**src/design/flow_mux_cfg.svh**
```systemverilog
// Merger sizing. SRC_W must equal one lane bit plus FLOW_IDX_W and nothing checks it
`ifndef FLOW_MUX_CFG_SVH
`define FLOW_MUX_CFG_SVH

// --------------------------------------------------
// Topology
// --------------------------------------------------
// Requesters served by one lane multiplexer
`define FLOWS_PER_LANE 4
// Lanes feeding the lane merger
`define NUM_LANES 2

// --------------------------------------------------
// Widths
// --------------------------------------------------
`define DATA_WIDTH 16
// Index inside one lane, log2 of FLOWS_PER_LANE
`define FLOW_IDX_W 2
// Global source number with the lane bit on top
`define SRC_W 3

`endif

```
**src/design/flow_mux_pkg.sv**
```systemverilog
// Beat and state types for the merger, sized by the config header macros
`default_nettype none

`include "flow_mux_cfg.svh"

package flow_mux_pkg;

  // --------------------------------------------------
  // Beats
  // --------------------------------------------------
  // Beat leaving a lane multiplexer
  typedef struct packed {
    logic [`FLOW_IDX_W-1:0] idx;   // Requester inside the lane
    logic [`DATA_WIDTH-1:0] data;
  } lane_beat_t;

  // Beat on the merged output port
  typedef struct packed {
    logic [`SRC_W-1:0]      src;   // Lane bit above the lane index
    logic [`DATA_WIDTH-1:0] data;
  } out_beat_t;

  // --------------------------------------------------
  // Output buffer
  // --------------------------------------------------
  // Fill level of the two-entry skid buffer
  typedef enum logic [1:0] {
    SKID_EMPTY = 2'd0,
    SKID_ONE   = 2'd1,
    SKID_TWO   = 2'd2
  } skid_state_e;

endpackage

`default_nettype wire

```
**src/design/flow_arb_rr.sv**
```systemverilog
// Round-robin ready-valid arbiter with zero latency. NumFlows must be at least 2
`timescale 1ns/1ps
`default_nettype none

module flow_arb_rr #(
  parameter int NumFlows = 4
) (
  input  logic                clk,
  input  logic                arst_n,
  input  logic [NumFlows-1:0] push_valid,
  output logic [NumFlows-1:0] push_ready,
  input  logic                pop_ready,
  output logic                pop_valid
);

  localparam int IdxW = $clog2(NumFlows);

  // --------------------------------------------------
  // Priority pointer
  // --------------------------------------------------
  // One-hot, marks the requester with top priority
  logic [NumFlows-1:0]   ptr_q;
  logic [IdxW-1:0]       ptr_idx;

  // Request and grant in pointer-relative order
  logic [2*NumFlows-1:0] req_dbl;
  logic [NumFlows-1:0]   req_rot;
  logic [NumFlows-1:0]   gnt_rot;
  logic [2*NumFlows-1:0] gnt_dbl;
  logic [NumFlows-1:0]   grant;

  // Binary position of the pointer bit
  always_comb begin
    ptr_idx = '0;
    for (int i = 0; i < NumFlows; i++) begin
      if (ptr_q[i]) begin
        ptr_idx = IdxW'(i);
      end
    end
  end

  // --------------------------------------------------
  // Grant selection
  // --------------------------------------------------
  // Rotate right so the pointer bit lands on bit 0
  assign req_dbl = {push_valid, push_valid} >> ptr_idx;
  assign req_rot = req_dbl[NumFlows-1:0];

  // Lowest set bit wins, i.e. first valid at or after the pointer
  assign gnt_rot = req_rot & (~req_rot + NumFlows'(1));

  // Rotate left by the same amount to get back to requester order
  assign gnt_dbl = {gnt_rot, gnt_rot} << ptr_idx;
  assign grant   = gnt_dbl[2*NumFlows-1:NumFlows];

  // Winner sees ready only when the consumer takes the beat
  assign push_ready = grant & {NumFlows{pop_ready}};
  assign pop_valid  = |push_valid;

  // --------------------------------------------------
  // Pointer update
  // --------------------------------------------------
  // Move one past the winner on a completed pop
  // A stalled grant keeps its turn
  always_ff @(posedge clk or negedge arst_n) begin
    if (!arst_n) begin
      ptr_q <= NumFlows'(1);
    end else if (pop_valid && pop_ready) begin
      ptr_q <= {grant[NumFlows-2:0], grant[NumFlows-1]};
    end
  end

endmodule

`default_nettype wire

```
**src/design/flow_lane_merge.sv**
```systemverilog
// Two-lane merger with registered output. Assumes NUM_LANES is 2 so the lane tag is one bit
`timescale 1ns/1ps
`default_nettype none

`include "flow_mux_cfg.svh"

module flow_lane_merge (
  input  logic                                      clk,
  input  logic                                      arst_n,
  input  logic [`NUM_LANES-1:0]                     lane_valid,
  output logic [`NUM_LANES-1:0]                     lane_ready,
  input  flow_mux_pkg::lane_beat_t [`NUM_LANES-1:0] lane_beat,
  input  logic                                      pop_ready,
  output logic                                      pop_valid,
  output flow_mux_pkg::out_beat_t                   pop_beat
);

  // Lane arbitration
  logic                      arb_valid;
  logic                      not_full_q;
  logic                      lane_sel;
  logic                      push_en;
  flow_mux_pkg::out_beat_t   in_beat;

  // Skid buffer
  flow_mux_pkg::skid_state_e state_q;
  flow_mux_pkg::skid_state_e state_d;
  flow_mux_pkg::out_beat_t   head_q;
  flow_mux_pkg::out_beat_t   tail_q;
  logic                      pop_en;

  // --------------------------------------------------
  // Lane arbitration
  // --------------------------------------------------
  // Consumer side is the registered not-full flag
  // No path from pop_ready back to the lanes
  flow_arb_rr #(
    .NumFlows(`NUM_LANES)
  ) lane_arb_i (
    .clk,
    .arst_n,
    .push_valid(lane_valid),
    .push_ready(lane_ready),
    .pop_ready (not_full_q),
    .pop_valid (arb_valid)
  );

  assign push_en  = arb_valid && not_full_q;

  // Grant is one-hot so bit 1 alone names the lane
  assign lane_sel = lane_ready[1];

  // Lane bit goes above the lane-local index
  always_comb begin
    in_beat.src  = {lane_sel, lane_beat[lane_sel].idx};
    in_beat.data = lane_beat[lane_sel].data;
  end

  // --------------------------------------------------
  // Skid buffer control
  // --------------------------------------------------
  assign pop_valid = (state_q != flow_mux_pkg::SKID_EMPTY);
  assign pop_en    = pop_valid && pop_ready;
  assign pop_beat  = head_q;

  // Push with pop keeps the level
  always_comb begin
    state_d = state_q;
    case (state_q)
      flow_mux_pkg::SKID_EMPTY: begin
        if (push_en) begin
          state_d = flow_mux_pkg::SKID_ONE;
        end
      end
      flow_mux_pkg::SKID_ONE: begin
        if (push_en && !pop_en) begin
          state_d = flow_mux_pkg::SKID_TWO;
        end else if (!push_en && pop_en) begin
          state_d = flow_mux_pkg::SKID_EMPTY;
        end
      end
      flow_mux_pkg::SKID_TWO: begin
        // Lanes are blocked here so only a pop can happen
        if (pop_en) begin
          state_d = flow_mux_pkg::SKID_ONE;
        end
      end
      default: begin
        state_d = flow_mux_pkg::SKID_EMPTY;
      end
    endcase
  end

  // Not-full stays low through reset and rises on the first edge after it
  always_ff @(posedge clk or negedge arst_n) begin
    if (!arst_n) begin
      state_q    <= flow_mux_pkg::SKID_EMPTY;
      not_full_q <= 1'b0;
    end else begin
      state_q    <= state_d;
      not_full_q <= (state_d != flow_mux_pkg::SKID_TWO);
    end
  end

  // --------------------------------------------------
  // Skid buffer storage
  // --------------------------------------------------
  // Head always holds the oldest beat
  always_ff @(posedge clk) begin
    if (state_q == flow_mux_pkg::SKID_EMPTY) begin
      if (push_en) begin
        head_q <= in_beat;
      end
    end else if (state_q == flow_mux_pkg::SKID_ONE) begin
      if (push_en && pop_en) begin
        head_q <= in_beat;
      end else if (push_en) begin
        tail_q <= in_beat;
      end
    end else if (state_q == flow_mux_pkg::SKID_TWO) begin
      // Older second entry moves up
      if (pop_en) begin
        head_q <= tail_q;
      end
    end
  end

endmodule

`default_nettype wire

```
**src/design/flow_merge_top.sv**
```systemverilog
// Eight-input round-robin merger with one-cycle registered output. Lane 0 owns inputs 0 to 3
`timescale 1ns/1ps
`default_nettype none

`include "flow_mux_cfg.svh"

module flow_merge_top (
  input  logic                                                     clk,
  input  logic                                                     arst_n,
  input  logic [`NUM_LANES*`FLOWS_PER_LANE-1:0]                    push_valid,
  output logic [`NUM_LANES*`FLOWS_PER_LANE-1:0]                    push_ready,
  input  logic [`NUM_LANES*`FLOWS_PER_LANE-1:0][`DATA_WIDTH-1:0]   push_data,
  input  logic                                                     pop_ready,
  output logic                                                     pop_valid,
  output flow_mux_pkg::out_beat_t                                  pop_beat
);

  // Lane multiplexer outputs toward the merger
  logic [`NUM_LANES-1:0]                     lane_valid;
  logic [`NUM_LANES-1:0]                     lane_ready;
  flow_mux_pkg::lane_beat_t [`NUM_LANES-1:0] lane_beat;

  // --------------------------------------------------
  // Lane multiplexers
  // --------------------------------------------------
  // Requesters 0 to 3
  flow_mux_rr lane0_mux_i (
    .clk,
    .arst_n,
    .push_valid(push_valid[`FLOWS_PER_LANE-1:0]),
    .push_ready(push_ready[`FLOWS_PER_LANE-1:0]),
    .push_data (push_data[`FLOWS_PER_LANE-1:0]),
    .pop_ready (lane_ready[0]),
    .pop_valid (lane_valid[0]),
    .pop_beat  (lane_beat[0])
  );

  // Requesters 4 to 7
  flow_mux_rr lane1_mux_i (
    .clk,
    .arst_n,
    .push_valid(push_valid[2*`FLOWS_PER_LANE-1:`FLOWS_PER_LANE]),
    .push_ready(push_ready[2*`FLOWS_PER_LANE-1:`FLOWS_PER_LANE]),
    .push_data (push_data[2*`FLOWS_PER_LANE-1:`FLOWS_PER_LANE]),
    .pop_ready (lane_ready[1]),
    .pop_valid (lane_valid[1]),
    .pop_beat  (lane_beat[1])
  );

  // --------------------------------------------------
  // Lane merger and output buffer
  // --------------------------------------------------
  flow_lane_merge merge_i (
    .clk,
    .arst_n,
    .lane_valid,
    .lane_ready,
    .lane_beat,
    .pop_ready,
    .pop_valid,
    .pop_beat
  );

endmodule

`default_nettype wire

```
**src/design/flow_mux_rr.sv**
```systemverilog
// One lane multiplexer with zero latency. FLOWS_PER_LANE must be a power of two
`timescale 1ns/1ps
`default_nettype none

`include "flow_mux_cfg.svh"

module flow_mux_rr (
  input  logic                                           clk,
  input  logic                                           arst_n,
  input  logic [`FLOWS_PER_LANE-1:0]                     push_valid,
  output logic [`FLOWS_PER_LANE-1:0]                     push_ready,
  input  logic [`FLOWS_PER_LANE-1:0][`DATA_WIDTH-1:0]    push_data,
  input  logic                                           pop_ready,
  output logic                                           pop_valid,
  output flow_mux_pkg::lane_beat_t                       pop_beat
);

  logic [`FLOW_IDX_W-1:0] grant_idx;
  logic [`FLOW_IDX_W-1:0] next_idx_q;
  logic [`FLOW_IDX_W-1:0] cand_idx;
  logic [`FLOW_IDX_W-1:0] pick_idx;
  logic                   pick_found;
  logic [`FLOW_IDX_W-1:0] sel_idx;

  flow_arb_rr #(
    .NumFlows(`FLOWS_PER_LANE)
  ) arb_i (
    .clk,
    .arst_n,
    .push_valid,
    .push_ready,
    .pop_ready,
    .pop_valid
  );

  // --------------------------------------------------
  // Index of the winner
  // --------------------------------------------------
  // Ready and valid meet on at most one requester
  always_comb begin
    grant_idx = '0;
    for (int i = 0; i < `FLOWS_PER_LANE; i++) begin
      if (push_ready[i] && push_valid[i]) begin
        grant_idx = `FLOW_IDX_W'(i);
      end
    end
  end

  // Tracks the arbiter pointer as a binary index
  always_ff @(posedge clk or negedge arst_n) begin
    if (!arst_n) begin
      next_idx_q <= '0;
    end else if (pop_valid && pop_ready) begin
      next_idx_q <= `FLOW_IDX_W'(grant_idx + 1'b1);
    end
  end

  // Arbiter's pending choice while ready is low
  // Keeps the beat steady before the consumer accepts it
  always_comb begin
    pick_idx   = next_idx_q;
    pick_found = 1'b0;
    cand_idx   = next_idx_q;
    for (int k = 0; k < `FLOWS_PER_LANE; k++) begin
      cand_idx = `FLOW_IDX_W'(next_idx_q + k);
      if (!pick_found && push_valid[cand_idx]) begin
        pick_idx   = cand_idx;
        pick_found = 1'b1;
      end
    end
  end

  // --------------------------------------------------
  // Data path
  // --------------------------------------------------
  assign sel_idx = (pop_valid && pop_ready) ? grant_idx : pick_idx;

  assign pop_beat.idx  = sel_idx;
  assign pop_beat.data = push_data[sel_idx];

endmodule

`default_nettype wire

```
**config.mk**
```make
export PLATFORM = sky130hd
export DESIGN_NAME = flow_merge_top
export DESIGN_NICKNAME = d
export VERILOG_FILES = /design/src/design/flow_mux_pkg.sv /design/src/design/flow_arb_rr.sv /design/src/design/flow_lane_merge.sv /design/src/design/flow_merge_top.sv /design/src/design/flow_mux_rr.sv
export VERILOG_INCLUDE_DIRS = /design/src /design/src/design
export SDC_FILE = /design/constraint.sdc
export NUM_CORES = 1
export LEC_CHECK = 0
export BUFFER_PORTS_ARGS = -buffer_cell sky130_fd_sc_hd__buf_2
export CORE_UTILIZATION = 30
export CTS_BUF_LIST = sky130_fd_sc_hd__clkbuf_8
export DETAILED_ROUTE_END_ITERATION = 8
export GPL_TIMING_DRIVEN = 0
export PLACE_DENSITY = 0.52
export SYNTH_ARGS = -nofsm -noshare
export SYNTH_HDL_FRONTEND = slang
export SYNTH_SLANG_ARGS = --single-unit
```
**constraint.sdc**
```tcl
create_clock -name clk -period 4.1 [get_ports clk]
set_input_delay 0.205 -clock clk [delete_from_list [all_inputs] [get_ports clk]]
set_output_delay 0.205 -clock clk [all_outputs]
set_load 0.01 [all_outputs]
```
==> results.yml, run 1 <==
critical_path:
  setup.worst_path.start: "lane1_mux_i.arb_i.ptr_q[3]"
  crit_path_start_kind: "flip-flop"
  critical_path_type: "flip-flop to flip-flop"
  cp-end-kind: "flip-flop"
  critical_path_required_ps: 4170
  critical_path.reg2reg.startpoint: "lane1_mux_i.arb_i.ptr_q[3]"
  worst-path-max-fanout: 10
  critPathArrivalTime_ps: 2930
final_layout:
  area_growth_pct: 29.8
  finished_cell_area_um2: 5220
  leading_cell_type_in_the_layout_fill_and_taps_excluded: "buf_2"
  layout.filler_cells: 1322
  finalNonFillerCells: 764
  layout-drive-gt1-share_pct: 37.5
  regArea_um2: 1440
  mostFrequentLayoutCells: "buf_2 (174), edfxtp_1 (38), o31ai_1 (35)"
  num-nets-final: 730
  multi_input_comb_area_um2: 2350
  antennaDiodeCount: 0
yosys:
  post-synth-top-area-fraction_pct: 28.4
  yosysUniqueCellTypes: 51
  synth_edf_count: 38
  syn_area_um2: 4020
  synthFlopType: "edfxtp_1"
  netlist_instances: 417
  sequential_to_total_area_share_from_yosys_stat_pct: 35.9
  synth_top_cells_by_area: "edfxtp_1 (28%), dfrtp_1 (7.5%), o31ai_1 (6.5%), nand4_1 (5.1%), mux2i_1 (4.5%)"
  synthesis.area_per_instance_um2: 9.64
  netlist.top_cell.by_area: "edfxtp_1"
  synthesis.nets: 556
  synth_warnings: 0
  synthArstFlopShare_pct: 24.0
  ys_ff_latch: 50
hold_path:
  min_path_type: "input port to flip-flop"
  worstHoldStart: "pop_ready"
detailed_routing:
  antenna_left: 0
  routed_wire_length_per_instance_um: 19.4
  dr.pass1.iters: 5
  drtIter0Drc: 323
  avgViaCountPerCell: 5.56
  via_count: 4245
  drc: 0
  route.final.wire_length_um: 14800
die:
  die-width_um: 118
  die_y_um: 118
  core_region_area_um2: 12800
  ios: 167
  core.rowCount: 41
  dieArea_um2: 13900
  start_util_pct: 31.3
grt:
  grt_pass1_wl_um: 23200
  aggregate_global_route_resource_usage_pct: 21.4
  global_route.overflow_total: 0
  largest_net_degree_at_the_start_of_global_routing: 16
  first_global_vias: 4229
  antenna_found_initial: 0
placed_design:
  routabilityCongestion: 0.833
  numPlacedInstances: 755
  dpl-instance-area_um2: 5100
  io_buffer_count: 164
  detailed_place_hpwl_um: 11600
clock_network:
  clk_latency_ps: 310
  cts-root-buf: "clkbuf_8"
  cts_setup_buffers: 0
  cts_made_buffers: 5
  maximum_level_of_the_cts_h_tree: 2
  cts_buffer_depth: 2
  cts_num_sinks: 50
  clkSlewWorstSetupHoldPaths_ps: 100
  cts_tree: "yes"
timing:
  finalHoldViolCount: 0
  unrepaired_setup_endpoints_after_global_routing: "false"
  final_min_period_over_clock_period_pct: 69.8
  worst_clock_skew_ps: 7.97
  worstMarginPinSlew_ps: 841
  timing.fmax_mhz: 349
  maxSlewViolCount: 0
  finalHoldWorstSlack_ps: 99.5
  relSlewSlack_pct: 43.9
  finalWorstPathRequiredPeriod_ps: 2860
  finalSetupTns_ps: 0
  timing.final.setup_violations: 0
job:
  max_cap_viol_count: 0
run_status:
  status: "completed"
power_and_ir_drop:
  power.density_cell_area_nw_per_um2: 741
  irDropWorstVdd_uv: 229
  leakage_nw: 2.19
[registers in the layout, summed over array words and instances (netlist names)]
| name | cells |
|---|---|
| merge_i.tail_q | 19 |
| merge_i.pop_beat | 19 |
| merge_i.lane_arb_i.ptr_q | 1 |
| merge_i.state_q | 2 |
| lane1_mux_i.arb_i.ptr_q | 3 |
| lane0_mux_i.next_idx_q | 2 |
| lane0_mux_i.arb_i.ptr_q | 3 |
| merge_i.not_full_q | 1 |
[area by class of cell]
cell class / instances / area share [%]
Inverter: 10 / 0.719
Clock buffer: 5 / 1.32
Tap cell: 172 / 4.12
Multi-Input combinational cell: 315 / 45.0
Clock inverter: 3 / 0.791
Sequential cell: 50 / 27.6
Timing Repair Buffer: 167 / 16.4
Buffer: 42 / 3.98
[cell families after synthesis]
family	synth area share, %
AO/OA/AOI/OAI	35.6
buffers and inverters	6.10
flip-flops	35.9
multiplexers	4.76
AND/OR/NAND/NOR	17.7
[worst max-delay path, stage by stage, from the launching register on]
cell       delay (ps)
dfrtp_1           330
buf_2             190
nand2b_1          250
a2bb2oi_2         300
and2_1            170
clkbuf_1          160
buf_2             320
mux2i_1           260
a211oi_1          180
o41a_1            450
[stage by stage]
| stage | power (mW) | worst slack [ps] | util [%] |
|---|---|---|---|
| 3_3_place_gp | 3.43 | 358 | 39.4 |
| 4_1_cts | 3.88 | 1230 | 40.7 |
| 5_1_grt | 4.15 | 972 | 40.7 |
| 2_1_floorplan | 2.72 | 1470 | - |
| 6_report | 3.86 | 1240 | 40.7 |
| 3_5_place_dp | 3.49 | 1180 | 39.7 |
[worst paths after layout]
check,end,slack [ps],cells past startpoint
max,merge_i.pop_beat[4],1240,9
min,merge_i.state_q[1],100,2
max reg2reg,merge_i.pop_beat[4],1240,9
min reg2reg,lane0_mux_i.arb_i.ptr_q[1],540,1
max in group asynchronous,lane1_mux_i.arb_i.ptr_q[2],3570,2
min in group asynchronous,lane0_mux_i.next_idx_q[1],290,2
[report_power, final]
group,internal [mW],switching [mW],total [mW]
Combinational,0.958,1.49,2.45
Sequential,0.943,0.110,1.05
Clock,0.180,0.183,0.363
[per-layer routing]
layer  part of all wire [%]  track usage, %  up-vias
met1                     45            28.9     2001
met5                      0               0        -
met4                    2.2            7.37        0
met2                     45            33.6      188
met3                    8.2            4.41       18
li1                       -               -     2038
[cell usage after synthesis, types with 3 or more instances]
master      n
nand3_1     3
o41a_1     16
clkbuf_1   23
a21boi_0   16
or3_1      16
a211oi_1   17
nand2b_1   23
buf_6       5
nand2_1     9
inv_2       3
nand4_1    33
edfxtp_1   38
buf_2      10
mux2i_1    18
a21oi_2    10
nor2_1     12
nor2b_1     7
a2111oi_2   9
a21o_1      9
dfrtp_1    12
buf_1       4
o21ai_0    10
a21oi_1    34
inv_1       7
a2111oi_0   7
o31ai_1    35
[timing repair]
action	4_1_cts	5_1_grt
gates resized for setup	0	0
endpoints found under the hold margin	12	0
hold buffers	1	0
Power figures use the tool's default switching activity.
==> run 2: changes to the inputs <==
ABC_AREA = 1   (was not set)
clock period = 2.6 ns   (was 4.1 ns; I/O delays follow)
==> run 2 against run 1 <==
- the flow now finishes with violations (setup timing)
- clock skew is 3.8 ps higher
- core utilization is 3.3 points higher
- fmax is 8.2% higher
- worst setup slack worse by 1300 ps
- non-clock buffer count is 31 higher
- via count is 32% higher
- critical path type unchanged
- critical endpoint is now merge_i.pop_beat[1]
- largest cell class unchanged
==> results.yml, run 2 <==
detailed_routing:
  drc: 0
  via_count: 5601
  route.final.wire_length_um: 17300
  dr.pass1.iters: 5
  antenna_left: 0
  drtIter0Drc: 203
  avgViaCountPerCell: 4.60
  routed_wire_length_per_instance_um: 14.2
critical_path:
  cp_num_buf_inv: 5
  critical_path_type: "flip-flop to flip-flop"
  timing.reg2reg.setup_slack_ps: -50
  r2r_cells: 20
  crit_path_start_kind: "flip-flop"
  critical_path.reg2reg.startpoint: "lane1_mux_i.arb_i.ptr_q[2]"
  cpMostUsedCell: "nand2_2"
  setup.worst_path.start: "lane1_mux_i.arb_i.ptr_q[2]"
  worst-path-max-fanout: 8
  rr_endpoint: "merge_i.pop_beat[1]"
  cp-end-kind: "flip-flop"
  gate_family_responsible_for_the_most_delay_along_the_worst_path: "simple AND/OR/NAND/NOR gates"
  cp_slowest_stage_delay_ps: 420
  critical_path_required_ps: 2670
  path_depth: 20
  critical-path-slowest-cell: "dfrtp_1"
  critPathCapture: "merge_i.pop_beat[1]"
  worstPathCellList: "buf_6 -> nor2_4 -> clkinv_4 -> nand3_4 -> nand2_4 -> nand2_2 -> nand3_1 -> nand2_1 -> inv_1 -> nand2_4 -> nand3_4 -> nand2_8 -> clkbuf_16 -> nand2_1 -> nand3_1 -> nand2_2 -> nand2_2 -> nand3_2 -> nand2_2 -> inv_1"
  critPathArrivalTime_ps: 2720
grt:
  antenna_found_initial: 1
  grt_pass1_wl_um: 25100
  global_route.overflow_total: 0
  largest_net_degree_at_the_start_of_global_routing: 20
  first_global_vias: 4863
  aggregate_global_route_resource_usage_pct: 18.0
yosys:
  syn_area_um2: 5150
  yosysUniqueCellTypes: 37
  ys_ff_latch: 52
  synth_edf_count: 38
  netlist.top_cell.by_area: "edfxtp_1"
  synthesis.area_per_instance_um2: 6.57
  netlist_instances: 783
  synth_top_cells_by_count: "nand2_1 (212), inv_1 (156), nand3_1 (150)"
  synthesis.nets: 922
  synth_warnings: 0
  synthFlopType: "edfxtp_1"
  synth_most_common_cell: "nand2_1"
  post-synth-top-area-fraction_pct: 22.2
  synthArstFlopShare_pct: 26.9
  synth_top_cells_by_area: "edfxtp_1 (22%), nand2_1 (15%), nand3_1 (15%), inv_1 (11%), dfrtp_1 (6.8%)"
  sequential_to_total_area_share_from_yosys_stat_pct: 29.0
placed_design:
  io_buffer_count: 166
  routabilityCongestion: 0.853
  detailed_place_hpwl_um: 13000
die:
  die-width_um: 133
  core_region_area_um2: 16600
  ios: 167
  core.rowCount: 47
  dieArea_um2: 17700
  die_y_um: 133
  start_util_pct: 30.9
final_layout:
  layout.filler_cells: 1794
  num-nets-final: 1136
  final_core_density_pct: 44.0
  antennaDiodeCount: 0
  layout-drive-gt1-share_pct: 42.2
  regArea_um2: 1490
  area_growth_pct: 42.1
  multi_input_comb_area_um2: 3230
  mostFrequentLayoutCells: "nand2_1 (173), buf_2 (170), inv_1 (151)"
  leading_cell_type_in_the_layout_fill_and_taps_excluded: "nand2_1"
clock_network:
  cts_tree: "yes"
  cts-root-buf: "clkbuf_8"
  clkSlewWorstSetupHoldPaths_ps: 100
  maximum_level_of_the_cts_h_tree: 2
  cts_made_buffers: 5
  cts_buffer_depth: 2
  cts_num_sinks: 52
  clk_latency_ps: 310
run_status:
  status: "complete, but fails checks"
  violations_in_the_final_reports: "setup timing"
timing:
  worst_clock_skew_ps: 11.7
  postLayoutSetupSlackWorst_ps: -46.7
  finalHoldViolCount: 0
  finalWorstPathRequiredPeriod_ps: 2650
  maxSlewViolCount: 0
  timing.final.setup_violations: 3
  finalSetupTns_ps: -89.5
  worstMarginPinSlew_ps: 644
  timing.fmax_mhz: 378
  relSlewSlack_pct: 57.1
  final_min_period_over_clock_period_pct: 102
  unrepaired_setup_endpoints_after_global_routing: "true"
job:
  max_cap_viol_count: 0
hold_path:
  min_path_type: "input port to flip-flop"
  worstHoldStart: "pop_ready"
-- run 2: cell count changes in the layout (fill, tap and decap cells not counted), moves of 18 or more --
cell | before | now
a21oi_1 | 33 | 2
clkbuf_1 | 23 | 5
nand2_1 | 9 | 173
nand3b_1 | 0 | 23
nand2_2 | 0 | 46
nand2b_1 | 23 | 0
o31ai_1 | 35 | 0
nand3_1 | 3 | 120
inv_1 | 8 | 151
buf_4 | 0 | 35
nand3_2 | 0 | 57
nand4_1 | 33 | 5
-- run 2: layout make-up --
cell class	count	share of cell area, %
clock buffer	5	0.941
inverter	169	9.00
clock inverter	3	0.582
tap	220	3.76
sequential	52	20.4
multi-input combinational	529	44.2
buffer	33	4.19
timing repair buffer	207	16.9
-- run 2: worst register-to-register path: cells and delay by family, from the launching register on --
kind	cells	cell delay, ps
buffers and inverters	5	550
DFF	1	420
and+or+nand+nor	15	1430
-- run 2: cell families (layout without fill, tap and decap cells) --
kind of cell / count (synthesis) / after routing / share of synthesized area [%]
multiplexers: 1 / 1 / 0.194
XOR/XNOR: 2 / 2 / 0.486
flip-flops: 52 / 52 / 29.0
AND/OR/NAND/NOR: 477 / 478 / 47.5
AO/OA/AOI/OAI: 48 / 48 / 6.05
buffers and inverters: 203 / 417 / 16.8
-- run 2: metal layers --
layer | share of wire [%] | GRT usage [%] | up-vias | routed length, um
met5 | 0.075 | 0 | - | 13
met4 | 2.0 | 3.00 | 2 | 351
met3 | 3.8 | 1.61 | 18 | 663
met2 | 48 | 30.1 | 141 | 8260
met1 | 46 | 25.4 | 2528 | 8040
li1 | - | - | 2912 | -
-- run 2: what timing repair did --
item / CTS / global route
endpoints found under the hold margin: 14 / 0
buffers inserted: 7 / 28
hold buffers: 1 / 0
endpoints found under the setup margin: 19 / 52
cloned: 0 / 5
pin swaps: 5 / 48
gates resized for setup: 15 / 138
-- run 2: worst min-delay path by stage --
stage                            endpoint  slack (ps)  cells past startpoint
3_5_place_dp   lane0_mux_i.arb_i.ptr_q[1]          60                      1
5_1_grt                merge_i.state_q[0]         140                      4
6_report               merge_i.state_q[0]         140                      4
2_1_floorplan  lane0_mux_i.arb_i.ptr_q[1]        -170                      0
4_1_cts                merge_i.state_q[0]         120                      4
3_3_place_gp   lane0_mux_i.arb_i.ptr_q[1]          60                      1
-- run 2: metrics by stage --
step                std cells  worst slack (ps)  area, um2  hold WS (ps)
detailed placement       1170              -138       6270          59.9
global placement         1169              -147       6250          56.6
floorplan                 783               368       5150          -166
global route             1218              -200       7310           139
finish                   1218             -46.7       7310           141
CTS                      1186             -4.35       6490           124
Power of run 2 is not shown: default switching activity piles up to over one toggle a cycle in this logic, so the estimate is an artifact.
==> run 3: changes to the inputs <==
MAX_ROUTING_LAYER = met4   (was not set)
==> run 3 against run 2 <==
- the run still ends with setup timing left
- die area unchanged
- core utilization about the same
- critical path depth unchanged
- clock skew about the same
- hold slack got worse by 3.0 ps
- highest routed layer is now met4
==> results.yml, run 3 (synthesized netlist as in run 2, its figures left out) <==
clock_network:
  cts-root-buf: "clkbuf_8"
  clk_latency_ps: 320
  maximum_level_of_the_cts_h_tree: 2
  cts_made_buffers: 5
  cts_tree: "yes"
  cts_buffer_depth: 2
  cts_num_sinks: 52
  clkSlewWorstSetupHoldPaths_ps: 100
final_layout:
  finished_cell_area_um2: 7320
  layout.filler_cells: 1793
  multi_input_comb_area_um2: 3230
  num-nets-final: 1136
  area_growth_pct: 42.1
  mostFrequentLayoutCells: "nand2_1 (173), buf_2 (170), inv_1 (151)"
  regArea_um2: 1490
  layout-drive-gt1-share_pct: 42.2
  leading_cell_type_in_the_layout_fill_and_taps_excluded: "nand2_1"
die:
  start_util_pct: 30.9
  die_y_um: 133
  core.rowCount: 47
  die-width_um: 133
  core_region_area_um2: 16600
  dieArea_um2: 17700
  ios: 167
timing:
  timing.fmax_mhz: 378
  timing.final.setup_violations: 3
  final_min_period_over_clock_period_pct: 102
  worst_clock_skew_ps: 11.6
  postLayoutSetupSlackWorst_ps: -47.6
  finalHoldViolCount: 0
  unrepaired_setup_endpoints_after_global_routing: "true"
  worstMarginPinSlew_ps: 641
  finalWorstPathRequiredPeriod_ps: 2650
  relSlewSlack_pct: 57.3
  maxSlewViolCount: 0
  finalHoldWorstSlack_ps: 138
critical_path:
  timing.reg2reg.setup_slack_ps: -50
  critical_path_type: "flip-flop to flip-flop"
  critPathCapture: "merge_i.pop_beat[1]"
  setup.worst_path.start: "lane1_mux_i.arb_i.ptr_q[2]"
  rr_endpoint: "merge_i.pop_beat[1]"
  worst-path-max-fanout: 8
  crit_path_start_kind: "flip-flop"
  critical_path_required_ps: 2680
  cp-end-kind: "flip-flop"
  r2r_cells: 20
  cpMostUsedCell: "nand2_2"
  cp_slowest_stage_delay_ps: 420
  critical-path-slowest-cell: "dfrtp_1"
  critical_path.reg2reg.startpoint: "lane1_mux_i.arb_i.ptr_q[2]"
  critPathArrivalTime_ps: 2720
  worstPathCellList: "buf_6 -> nor2_4 -> clkinv_4 -> nand3_4 -> nand2_4 -> nand2_2 -> nand3_1 -> nand2_1 -> inv_1 -> nand2_4 -> nand3_4 -> nand2_8 -> clkbuf_16 -> nand2_1 -> nand3_1 -> nand2_2 -> nand2_2 -> nand3_2 -> nand2_2 -> inv_1"
detailed_routing:
  routed_wire_length_per_instance_um: 14.2
  avgViaCountPerCell: 4.61
  route.final.wire_length_um: 17300
  drc: 0
  drtIter0Drc: 265
  antenna_left: 0
  dr.pass1.iters: 4
  via_count: 5614
grt:
  global_route.overflow_total: 0
  largest_net_degree_at_the_start_of_global_routing: 20
  first_global_vias: 4863
  antenna_found_initial: 1
  grt_pass1_wl_um: 25100
  aggregate_global_route_resource_usage_pct: 18.6
placed_design:
  dpl-instance-area_um2: 6270
  routabilityCongestion: 0.867
  io_buffer_count: 166
  detailed_place_hpwl_um: 13000
run_status:
  status: "complete, but fails checks"
  violations_in_the_final_reports: "setup timing"
job:
  max_cap_viol_count: 0
hold_path:
  min_path_type: "input port to flip-flop"
-- run 3: cell count changes in the layout (fill, tap and decap cells not counted) --
cell | previous run | this run
diode_2 | 0 | 1
-- run 3: stage by stage --
step / util (%) / worst slack, ps / std cells / TNS (ps)
final: 44.0 / -47.6 / 1219 / -89.3
after CTS: 39.0 / -4.35 / 1186 / -4.35
after floorplan: - / 368 / 783 / 0
after detailed placement: 37.7 / -138 / 1170 / -691
after global placement: 37.6 / -147 / 1169 / -719
after global routing: 44.0 / -200 / 1219 / -3340
-- run 3: how the worst min path moves through the flow --
stage                                            end  cells past startpoint  slack [ps]      start
after floorplan           lane0_mux_i.arb_i.ptr_q[1]                      0        -170     arst_n
after global placement    lane0_mux_i.arb_i.ptr_q[1]                      1          60     arst_n
after detailed placement  lane0_mux_i.arb_i.ptr_q[1]                      1          60     arst_n
after CTS                         merge_i.state_q[0]                      4         120  pop_ready
after global routing              merge_i.state_q[0]                      4         140  pop_ready
final                             merge_i.state_q[0]                      4         140  pop_ready
-- run 3: repair_timing --
action / 4_1_cts / 5_1_grt
hold buffers: 1 / 0
pin swaps: 5 / 48
setup buffers: 7 / 28
cloned: 0 / 5
endpoints found under the hold margin: 14 / 0
setup endpoints to repair: 19 / 52
resized for setup: 15 / 138
-- run 3: layer usage --
layer	part of all wire, %	vias up	GRT usage (%)	wire length, um
met5	0	-	-	0
met4	1.9	0	3.00	333
met3	3.5	14	1.38	605
met2	48	134	30.1	8310
met1	46	2547	25.5	8030
li1	-	2919	-	-
-- run 3: layout make-up --
cell class	instances	area share, %
Buffer	33	4.19
Inverter	169	8.99
Multi-Input combinational cell	529	44.2
Timing Repair Buffer	207	16.9
Antenna cell	1	0.0342
Tap cell	220	3.76
Clock buffer	5	0.940
Clock inverter	3	0.581
Sequential cell	52	20.4
-- run 3: critical path, delay by kind of cell (launching register included) --
family | cells | cell delay [ps]
AND/OR/NAND/NOR | 15 | 1430
flip-flops | 1 | 420
buffers and inverters | 5 | 550
Power of run 3 is left out for the same reason.
